===== config.mk =====
export PLATFORM = sky130hd
export DESIGN_NAME = cpu_top
export DESIGN_NICKNAME = d
export VERILOG_FILES = /design/src/hw/cpu_pkg.sv /design/src/hw/alu.sv /design/src/hw/reg_file.sv /design/src/hw/addr_regs.sv /design/src/hw/ctrl.sv /design/src/hw/cpu_top.sv
export SDC_FILE = /design/constraint.sdc
export NUM_CORES = 1
export LEC_CHECK = 0
export BUFFER_PORTS_ARGS = -buffer_cell sky130_fd_sc_hd__buf_2
export CAP_MARGIN = 25
export CORE_ASPECT_RATIO = 0.5
export CORE_MARGIN = 8
export CORE_UTILIZATION = 50
export CTS_BUF_LIST = sky130_fd_sc_hd__clkbuf_16
export DETAILED_ROUTE_END_ITERATION = 6
export GPL_TIMING_DRIVEN = 1
export PLACE_DENSITY = 0.68
export SYNTH_ARGS = -nofsm -noshare
export SYNTH_HDL_FRONTEND = slang
export SYNTH_SLANG_ARGS = --single-unit

===== constraint.sdc =====
create_clock -name clock -period 5.85 [get_ports clock]
set_clock_uncertainty 0.15 [all_clocks]
set_input_delay 0.8775 -clock clock [delete_from_list [all_inputs] [get_ports clock]]
set_output_delay 0.8775 -clock clock [all_outputs]
set_load 0.1 [all_outputs]

===== src/hw/cpu_pkg.sv =====
// shared widths and encodings for the 8-bit core
// decode field positions assume data_width of 8
// mem_op_t keeps read and write on separate bits so the top level can split them
package cpu_pkg;

  localparam int data_width = 8;
  localparam int reg_count = 4; // registers per bank

  typedef enum logic [3:0] {
    fetch,
    decode,
    alu_op,
    ldx_op,
    ldx_wait_ram_read,
    ldx_wait_imm_read,
    ldx_wait_write,
    jmp_wait_param_read,
    inc_pc
  } ctrl_state_t;

  typedef enum logic [1:0] {
    op_sys,
    op_alu,
    op_ldx,
    op_jmp
  } opcode_t;

  typedef enum logic [1:0] {
    ram_to_reg,
    reg_to_ram,
    imm_to_reg
  } ldx_op_t;

  typedef enum logic [1:0] {
    mem_nop = 2'b00,
    mem_read = 2'b01, // bit 0
    mem_write = 2'b10 // bit 1
  } mem_op_t;

  typedef enum logic [2:0] {
    ar_nop,
    ar_inc,
    ar_dec,
    ar_load,
    ar_clear
  } addr_op_t;

  // codes 11..15 give zero, carry clear
  typedef enum logic [3:0] {
    thr,
    add,
    sub,
    and_op,
    or_op,
    xor_op,
    inc,
    dec,
    shl,
    shr,
    not_op
  } alu_op_t;

  typedef enum logic [1:0] {
    mux_alu,
    mux_mem,
    mux_io
  } mux_sel_t;

  typedef enum logic [0:0] {
    sel_pc,
    sel_mar
  } addr_sel_t;

endpackage


===== src/hw/alu.sv =====
// combinational ALU, carry is carry out, borrow, or the bit shifted out
// unused operation codes give zero with carry clear
`timescale 1ns/100ps

module alu import cpu_pkg::*; (
  input logic [data_width-1:0] a,
  input logic [data_width-1:0] b,
  input alu_op_t alu_op,
  output logic [data_width-1:0] result,
  output logic carry,
  output logic zero
);

  logic [data_width:0] wide; // carry in top bit

  always_comb begin
    wide = '0;
    case (alu_op)
      thr: wide = {1'b0, a};
      add: wide = {1'b0, a} + {1'b0, b};
      sub: wide = {1'b0, a} - {1'b0, b}; // top bit is borrow
      and_op: wide = {1'b0, a & b};
      or_op: wide = {1'b0, a | b};
      xor_op: wide = {1'b0, a ^ b};
      inc: wide = {1'b0, a} + 1'b1;
      dec: wide = {1'b0, a} - 1'b1;
      shl: wide = {a, 1'b0};
      shr: wide = {a[0], 1'b0, a[data_width-1:1]};
      not_op: wide = {1'b0, ~a};
      default: wide = '0;
    endcase
  end

  assign result = wide[data_width-1:0];
  assign carry = wide[data_width];
  assign zero = (result == '0);

endmodule


===== src/hw/reg_file.sv =====
// two banks of four registers, one write port and two combinational read ports
// read port 2 is fixed to bank 0
`timescale 1ns/100ps

module reg_file import cpu_pkg::*; (
  input logic clock,
  input logic reset,
  input logic reg_write,
  input logic [1:0] reg_sel_in,
  input logic [1:0] reg_sel_1,
  input logic [1:0] reg_sel_2,
  input logic bank_in,
  input logic bank_out_1,
  input mux_sel_t mux_sel,
  input logic [data_width-1:0] alu_result,
  input logic [data_width-1:0] mem_rdata,
  input logic [data_width-1:0] io_in,
  output logic [data_width-1:0] rd_data_1,
  output logic [data_width-1:0] rd_data_2
);

  logic [data_width-1:0] regs [0:1][0:reg_count-1];
  logic [data_width-1:0] wdata;

  always_comb begin
    case (mux_sel)
      mux_mem: wdata = mem_rdata;
      mux_io: wdata = io_in;
      default: wdata = alu_result;
    endcase
  end

  always_ff @(posedge clock) begin
    if (!reset) begin
      for (int bk = 0; bk < 2; bk++)
        for (int r = 0; r < reg_count; r++)
          regs[bk][r] <= '0;
    end else if (reg_write) begin
      regs[bank_in][reg_sel_in] <= wdata;
    end
  end

  assign rd_data_1 = regs[bank_out_1][reg_sel_1];
  assign rd_data_2 = regs[0][reg_sel_2];

endmodule


===== src/hw/addr_regs.sv =====
// PC and MAR, one of them updated per cycle as picked by addr_sel
// the same select drives the memory address
`timescale 1ns/100ps

module addr_regs import cpu_pkg::*; (
  input logic clock,
  input logic reset,
  input addr_op_t addr_op,
  input addr_sel_t addr_sel,
  input logic [data_width-1:0] load_value,
  output logic [data_width-1:0] mem_addr
);

  logic [data_width-1:0] pc;
  logic [data_width-1:0] mar;
  logic [data_width-1:0] next_value;

  assign mem_addr = (addr_sel == sel_mar) ? mar : pc;

  always_comb begin
    case (addr_op)
      ar_inc: next_value = mem_addr + 1'b1;
      ar_dec: next_value = mem_addr - 1'b1;
      ar_load: next_value = load_value;
      ar_clear: next_value = '0;
      default: next_value = mem_addr; // nop and unused codes
    endcase
  end

  always_ff @(posedge clock) begin
    if (!reset) begin
      pc <= '0;
      mar <= '0;
    end else if (addr_sel == sel_mar) begin
      mar <= next_value;
    end else begin
      pc <= next_value;
    end
  end

endmodule


===== src/hw/ctrl.sv =====
// multi-cycle control unit, every output registered one cycle after the decision
// memory must hold mem_rdata after mem_done until the next request starts,
// since register writes from memory happen in the cycle after mem_done
// a taken or skipped JMP always consumes both instruction bytes
`timescale 1ns/100ps

module ctrl import cpu_pkg::*; (
  input logic clock,
  input logic reset,
  input logic [data_width-1:0] bus_data_in,
  input logic mem_done,
  input logic flag_carry_in,
  input logic flag_zero_in,
  output mem_op_t mem_op,
  output addr_op_t addr_op,
  output addr_sel_t addr_sel,
  output alu_op_t alu_op,
  output logic reg_write,
  output logic [1:0] reg_sel_in,
  output logic [1:0] reg_sel_1,
  output logic [1:0] reg_sel_2,
  output logic bank_in,
  output logic bank_out_1,
  output mux_sel_t mux_sel
);

  ctrl_state_t state;
  ldx_op_t ldx_kind; // pending LDX variant
  addr_sel_t jmp_sel; // JMP target, kept across byte 2 read
  logic flag_carry;
  logic flag_zero;

  always_ff @(posedge clock) begin
    if (!reset) begin
      state <= fetch;
      mem_op <= mem_nop;
      addr_op <= ar_nop;
      addr_sel <= sel_pc;
      alu_op <= thr;
      reg_write <= 1'b0;
      reg_sel_in <= 2'd0;
      reg_sel_1 <= 2'd0;
      reg_sel_2 <= 2'd0;
      bank_in <= 1'b0;
      bank_out_1 <= 1'b0;
      mux_sel <= mux_alu;
      ldx_kind <= ram_to_reg;
      jmp_sel <= sel_pc;
      flag_carry <= 1'b0;
      flag_zero <= 1'b0;
    end else begin
      mem_op <= mem_nop;
      addr_op <= ar_nop;
      addr_sel <= sel_pc;
      alu_op <= thr;
      reg_write <= 1'b0;
      reg_sel_in <= 2'd0;
      reg_sel_1 <= 2'd0;
      reg_sel_2 <= 2'd0;
      bank_in <= 1'b0;
      bank_out_1 <= 1'b0;
      mux_sel <= mux_alu;

      case (state)
        fetch: begin
          mem_op <= mem_read;
          mux_sel <= mux_mem;
          state <= decode;
        end

        decode: begin
          mem_op <= mem_read; // hold until done
          mux_sel <= mux_mem;
          if (mem_done) begin
            mem_op <= mem_nop;
            case (opcode_t'(bus_data_in[7:6]))
              op_sys: begin
                if (bus_data_in[5]) begin // io read
                  reg_sel_in <= bus_data_in[4:3];
                  bank_in <= bus_data_in[2];
                  mux_sel <= mux_io;
                  reg_write <= 1'b1;
                end
                state <= inc_pc;
              end
              op_alu: begin
                alu_op <= alu_op_t'(bus_data_in[5:2]);
                reg_sel_1 <= bus_data_in[1:0];
                addr_op <= ar_inc; // step to byte 2
                state <= cpu_pkg::alu_op;
              end
              op_ldx: begin
                ldx_kind <= ldx_op_t'(bus_data_in[5:4]);
                reg_sel_in <= bus_data_in[3:2];
                bank_in <= bus_data_in[1];
                reg_sel_1 <= bus_data_in[3:2];
                bank_out_1 <= bus_data_in[1];
                if (ldx_op_t'(bus_data_in[5:4]) == imm_to_reg)
                  addr_op <= ar_inc;
                state <= ldx_op;
              end
              default: begin
                addr_op <= ar_inc; // skip over or read byte 2
                if ((bus_data_in[5] && !flag_carry) || (bus_data_in[4] && !flag_zero)) begin
                  state <= inc_pc;
                end else begin
                  reg_sel_1 <= bus_data_in[3:2];
                  bank_out_1 <= bus_data_in[0];
                  jmp_sel <= addr_sel_t'(bus_data_in[1]);
                  state <= jmp_wait_param_read;
                end
              end
            endcase
          end
        end

        cpu_pkg::alu_op: begin
          mem_op <= mem_read;
          mux_sel <= mux_mem;
          alu_op <= alu_op;
          reg_sel_1 <= reg_sel_1;
          if (mem_done) begin
            mem_op <= mem_nop;
            reg_sel_2 <= bus_data_in[7:6];
            reg_sel_in <= bus_data_in[5:4];
            bank_in <= bus_data_in[3];
            bank_out_1 <= bus_data_in[2];
            mux_sel <= mux_alu;
            reg_write <= 1'b1;
            state <= inc_pc;
          end
        end

        ldx_op: begin
          reg_sel_in <= reg_sel_in;
          bank_in <= bank_in;
          reg_sel_1 <= reg_sel_1;
          bank_out_1 <= bank_out_1;
          case (ldx_kind)
            ram_to_reg: begin
              mem_op <= mem_read;
              addr_sel <= sel_mar;
              mux_sel <= mux_mem;
              state <= ldx_wait_ram_read;
            end
            reg_to_ram: begin
              mem_op <= mem_write;
              addr_sel <= sel_mar;
              state <= ldx_wait_write;
            end
            imm_to_reg: begin
              mem_op <= mem_read; // PC already on the immediate
              mux_sel <= mux_mem;
              state <= ldx_wait_imm_read;
            end
            default: state <= inc_pc;
          endcase
        end

        ldx_wait_ram_read, ldx_wait_imm_read: begin
          mem_op <= mem_read;
          addr_sel <= (state == ldx_wait_ram_read) ? sel_mar : sel_pc;
          mux_sel <= mux_mem;
          reg_sel_in <= reg_sel_in;
          bank_in <= bank_in;
          if (mem_done) begin
            mem_op <= mem_nop; // address kept for the write cycle
            reg_write <= 1'b1;
            state <= inc_pc;
          end
        end

        ldx_wait_write: begin
          mem_op <= mem_write;
          addr_sel <= sel_mar;
          reg_sel_1 <= reg_sel_1;
          bank_out_1 <= bank_out_1;
          if (mem_done) begin
            mem_op <= mem_nop;
            state <= inc_pc;
          end
        end

        jmp_wait_param_read: begin
          mem_op <= mem_read;
          mux_sel <= mux_mem;
          reg_sel_1 <= reg_sel_1; // thr feeds load value
          bank_out_1 <= bank_out_1;
          if (mem_done) begin
            mem_op <= mem_nop;
            addr_sel <= jmp_sel;
            addr_op <= addr_op_t'(bus_data_in[7:5]);
            mux_sel <= mux_alu;
            state <= inc_pc;
          end
        end

        inc_pc: begin
          if (reg_write && mux_sel == mux_alu) begin // ALU result being written
            flag_carry <= flag_carry_in;
            flag_zero <= flag_zero_in;
          end
          addr_op <= ar_inc;
          state <= fetch;
        end

        default: state <= fetch;
      endcase
    end
  end

endmodule


===== src/hw/cpu_top.sv =====
// core top level, memory port uses a held request ended by a one-cycle mem_done
// mem_read and mem_write are never high together
`timescale 1ns/100ps

module cpu_top import cpu_pkg::*; (
  input logic clock,
  input logic reset,
  input logic [data_width-1:0] mem_rdata,
  input logic mem_done,
  input logic [data_width-1:0] io_in,
  output logic [data_width-1:0] mem_addr,
  output logic [data_width-1:0] mem_wdata,
  output logic mem_read,
  output logic mem_write
);

  mem_op_t mem_op;
  addr_op_t addr_op;
  addr_sel_t addr_sel;
  alu_op_t alu_op;
  mux_sel_t mux_sel;
  logic reg_write;
  logic [1:0] reg_sel_in;
  logic [1:0] reg_sel_1;
  logic [1:0] reg_sel_2;
  logic bank_in;
  logic bank_out_1;
  logic [data_width-1:0] rd_data_1;
  logic [data_width-1:0] rd_data_2;
  logic [data_width-1:0] alu_result;
  logic alu_carry;
  logic alu_zero;

  assign mem_read = mem_op[0];
  assign mem_write = mem_op[1];
  assign mem_wdata = alu_result; // stores go through thr

  ctrl ctrl_i (
    .clock(clock),
    .reset(reset),
    .bus_data_in(mem_rdata),
    .mem_done(mem_done),
    .flag_carry_in(alu_carry),
    .flag_zero_in(alu_zero),
    .mem_op(mem_op),
    .addr_op(addr_op),
    .addr_sel(addr_sel),
    .alu_op(alu_op),
    .reg_write(reg_write),
    .reg_sel_in(reg_sel_in),
    .reg_sel_1(reg_sel_1),
    .reg_sel_2(reg_sel_2),
    .bank_in(bank_in),
    .bank_out_1(bank_out_1),
    .mux_sel(mux_sel)
  );

  alu alu_i (
    .a(rd_data_1),
    .b(rd_data_2),
    .alu_op(alu_op),
    .result(alu_result),
    .carry(alu_carry),
    .zero(alu_zero)
  );

  reg_file reg_file_i (
    .clock(clock),
    .reset(reset),
    .reg_write(reg_write),
    .reg_sel_in(reg_sel_in),
    .reg_sel_1(reg_sel_1),
    .reg_sel_2(reg_sel_2),
    .bank_in(bank_in),
    .bank_out_1(bank_out_1),
    .mux_sel(mux_sel),
    .alu_result(alu_result),
    .mem_rdata(mem_rdata),
    .io_in(io_in),
    .rd_data_1(rd_data_1),
    .rd_data_2(rd_data_2)
  );

  addr_regs addr_regs_i (
    .clock(clock),
    .reset(reset),
    .addr_op(addr_op),
    .addr_sel(addr_sel),
    .load_value(alu_result),
    .mem_addr(mem_addr)
  );

endmodule


==> flow_summary.toml <==
[status]
status = "finished clean"

[clock_network]
htreeDepth = 3
clock_sinks = 111
numCtsBuffers = 9
cts_buffer_depth = 2
post_cts_buffers = 0
cts_tree = "yes"
cts_resized = 0
path_clk_slew_ps = 80
postCtsHoldBufs = 0
clockRootBuffer = "clkbuf_16"
clk_latency_ps = 350

[worst_setup_path]
cp_max_fo = 8
timing_worst_setup_path_type = "reg -> out"
cpPeakStageDelay_ps = 670
critPathCaptureType = "primary output"
crit_top_cell = "or3_1"
cp.required_ps = 4820
crit_slowest_cell = "dfxtp_1"
arrival_ps = 4520
start_kind = "register"
crit_chain = "mux4_2, or3_1, or3_1, nor3_1, xnor2_1, o21ai_0, ha_1, or4_1, nand3_1, buf_2"

[power_and_ir_drop]
power_switching_mw = 0.952
p_leak_nw = 2.92
seq_power_share_pct = 40.0
power_density_mw_per_mm2 = 309
p_sw_share_pct = 39.6
p_int_mw = 1.45
irDropWorstVdd_mv = 0.212
combPwrFrac_pct = 35.0
clockPowerShare_pct = 25.0

[logic_synthesis]
async_flop_share_pct = 0
synth_area_sq_mm = 0.00720
yosys_most_used_dff = "edfxtp_1"
ys_ff_latch = 111
ys_warn_count = 0
syn_inst = 739
avgSynthCellArea_sq_um = 9.74
synth_edf_count = 64
ys_seq_area_share_pct = 39.8
syn_nets = 797
synth.distinct_cells = 68

[sta]
hold_violations = 0
min_period_ps = 5550
rsz0062_at_grt = "no"
worst_pin_slew_ps = 1070
setup_viol = 0
max_freq_mhz = 180
maxSlewViolCount = 0
finalCritPeriodShare_pct = 94.9
setup_tns_ps = 0
slew_headroom_pct = 28.8

[floorplan]
dieArea_sq_mm = 0.0187
design.core.area_sq_mm = 0.0143
initial_core_util_pct = 50.4
die_h_microns = 101
io_pins = 37
die_x_microns = 186
rows = 31

[drt]
dr.pass1.iters = 5
drt-total-wl_microns = 19400
drc_errors = 0
vias = 5866
vias_per_cell = 6.15
routedWlPerCell_microns = 20.3
drt_iter0_drc = 609
ant_nets = 0

[finish]
num_antenna_cells = 0
layout.nets = 809
multi_input_area_sq_mm = 0.00397
ff_latch_area_sq_mm = 0.00286
final_util_pct = 54.6
drive_gt1_share_pct = 14.6
fill_cells = 1326
area_delta_synth_final_pct = 8.22

[flow_run]
maxCapViolCount = 0

[global_route]
track_usage_pct = 21.3
antenna_found_initial = 0
grt_pass1_vias = 5657
grt_first_pass_wirelength_microns = 31200
grt_start_max_net_pins = 58
overflow = 0

[placed_design]
post-dp-hpwl_microns = 14800
port_buffers = 36
gp_congestion = 0.944

[worst_hold_path]
min_path_type = "reg -> reg"
## kinds of logic after synthesis
logic type	Yosys count	share of synthesized area (%)
compound gates	183	17.4
buf+inv	91	5.04
fa+ha+maj	44	7.69
simple gates	244	16.6
xor+xnor	16	1.95
flops	111	39.8
mux	50	11.5
## layout make-up
type | instances | share of cell area, %
Clock buffer | 9 | 2.89
Clock inverter | 7 | 0.771
Inverter | 47 | 2.27
Multi-Input combinational cell | 537 | 51.0
Sequential cell | 111 | 36.8
Tap cell | 198 | 3.18
Timing Repair Buffer | 45 | 3.15
## final timing paths
| kind | from | end | slack [ps] | depth (start not counted) |
|---|---|---|---|---|
| min | addr_regs_i.pc[2]$_SDFFE_PN0N_ | addr_regs_i.pc[2]$_SDFFE_PN0N_ | 320 | 2 |
| max | ctrl_i.reg_sel_2[0]$_SDFF_PN0_ | mem_wdata[7] | 300 | 10 |
| max reg2reg | ctrl_i.reg_sel_2[0]$_SDFF_PN0_ | reg_file_i.regs[1][23]$_DFFE_PP_ | 1090 | 12 |
| min reg2reg | addr_regs_i.pc[2]$_SDFFE_PN0N_ | addr_regs_i.pc[2]$_SDFFE_PN0N_ | 320 | 2 |
## flip-flops by register name (all words and copies together), names as in the netlist, named ones only
register / count
ctrl_i.state: 4
addr_regs_i.mar: 8
reg_file_i.regs: 64
ctrl_i.flag_carry: 1
ctrl_i.jmp_sel: 1
ctrl_i.reg_sel_2: 2
ctrl_i.ldx_kind: 2
ctrl_i.reg_write: 1
ctrl_i.flag_zero: 1
ctrl_i.addr_op: 3
ctrl_i.mem_op: 2
addr_regs_i.pc: 8
ctrl_i.reg_sel_1: 2
ctrl_i.bank_out_1: 1
ctrl_i.addr_sel: 1
ctrl_i.reg_sel_in: 2
ctrl_i.alu_op: 4
ctrl_i.mux_sel: 2
ctrl_i.bank_in: 1
## per-layer routing
layer  up-vias  GRT usage, %  share of wire (%)
li1       2763             -                  -
met1      2857          30.1                 46
met2       222          33.7                 46
met3        24          3.56                6.5
met4         0          5.09                1.5
met5         -             0                  0
## placed cells by master (no fill, tap or decap), drive strengths merged, types with 7 or more instances in the layout
| cell | count |
|---|---|
| nor2 | 75 |
| edfxtp | 64 |
| nand2 | 59 |
| inv | 51 |
| dfxtp | 47 |
| buf | 45 |
| o21ai | 42 |
| ha | 37 |
| a21oi | 25 |
| nand3 | 25 |
| mux4 | 24 |
| a22oi | 23 |
| nor2b | 21 |
| o211ai | 18 |
| mux2i | 15 |
| xnor2 | 12 |
| mux2 | 11 |
| or3 | 9 |
| clkbuf | 9 |
| nor3 | 7 |
| o22ai | 7 |
| and2 | 7 |
## cell usage after synthesis (9+ instances only)
cell      count  area share, %
nand3_1      25            1.7
a22oi_1      23            2.4
o21ai_0      41            2.9
edfxtp_1     64             27
or3_1         9           0.78
xnor2_1      12            1.5
inv_1        45            2.3
nor2_1       75            3.9
ha_1         37            6.4
mux4_2       24            7.5
a21oi_1      25            1.7
dfxtp_1      47             13
o211ai_1     16            1.7
mux2_2       10            1.6
mux2i_1      14            1.9
nand2_1      59            3.1
nor2b_1      21            1.8
clkbuf_1     36            1.9
## per-stage QoR
stage / std cells / hold WS, ps / area (sq um) / setup slack (ps) / power [mW]
2_1_floorplan: 739 / 294 / 7200 / 496 / 1.62
4_1_cts: 952 / 320 / 7770 / 294 / 2.40
3_3_place_gp: 936 / 306 / 7490 / 757 / 1.79
5_1_grt: 954 / 358 / 7790 / 24.6 / 2.52
6_report: 954 / 318 / 7790 / 298 / 2.40
3_5_place_dp: 936 / 309 / 7490 / 674 / 1.81
## power by group through the flow
stage / logic [mW] / registers [mW] / clock network, mW
3_3_place_gp: 0.819 / 0.973 / 0
3_5_place_dp: 0.830 / 0.976 / 0
2_1_floorplan: 0.678 / 0.944 / 0
4_1_cts: 0.834 / 0.959 / 0.611
5_1_grt: 0.916 / 0.971 / 0.634
6_report: 0.840 / 0.960 / 0.602
## critical path, delay by kind of cell (launching register included)
| family | cells | cell delay, ps |
|---|---|---|
| AND/OR/NAND/NOR | 5 | 1810 |
| flip-flops | 1 | 670 |
| multiplexers | 1 | 650 |
| buffers and inverters | 1 | 490 |
| adder cells (fa/ha/maj) | 1 | 320 |
| XOR/XNOR | 1 | 140 |
| AO/OA/AOI/OAI | 1 | 90 |
No activity file was read; power rests on OpenSTA's default activity.
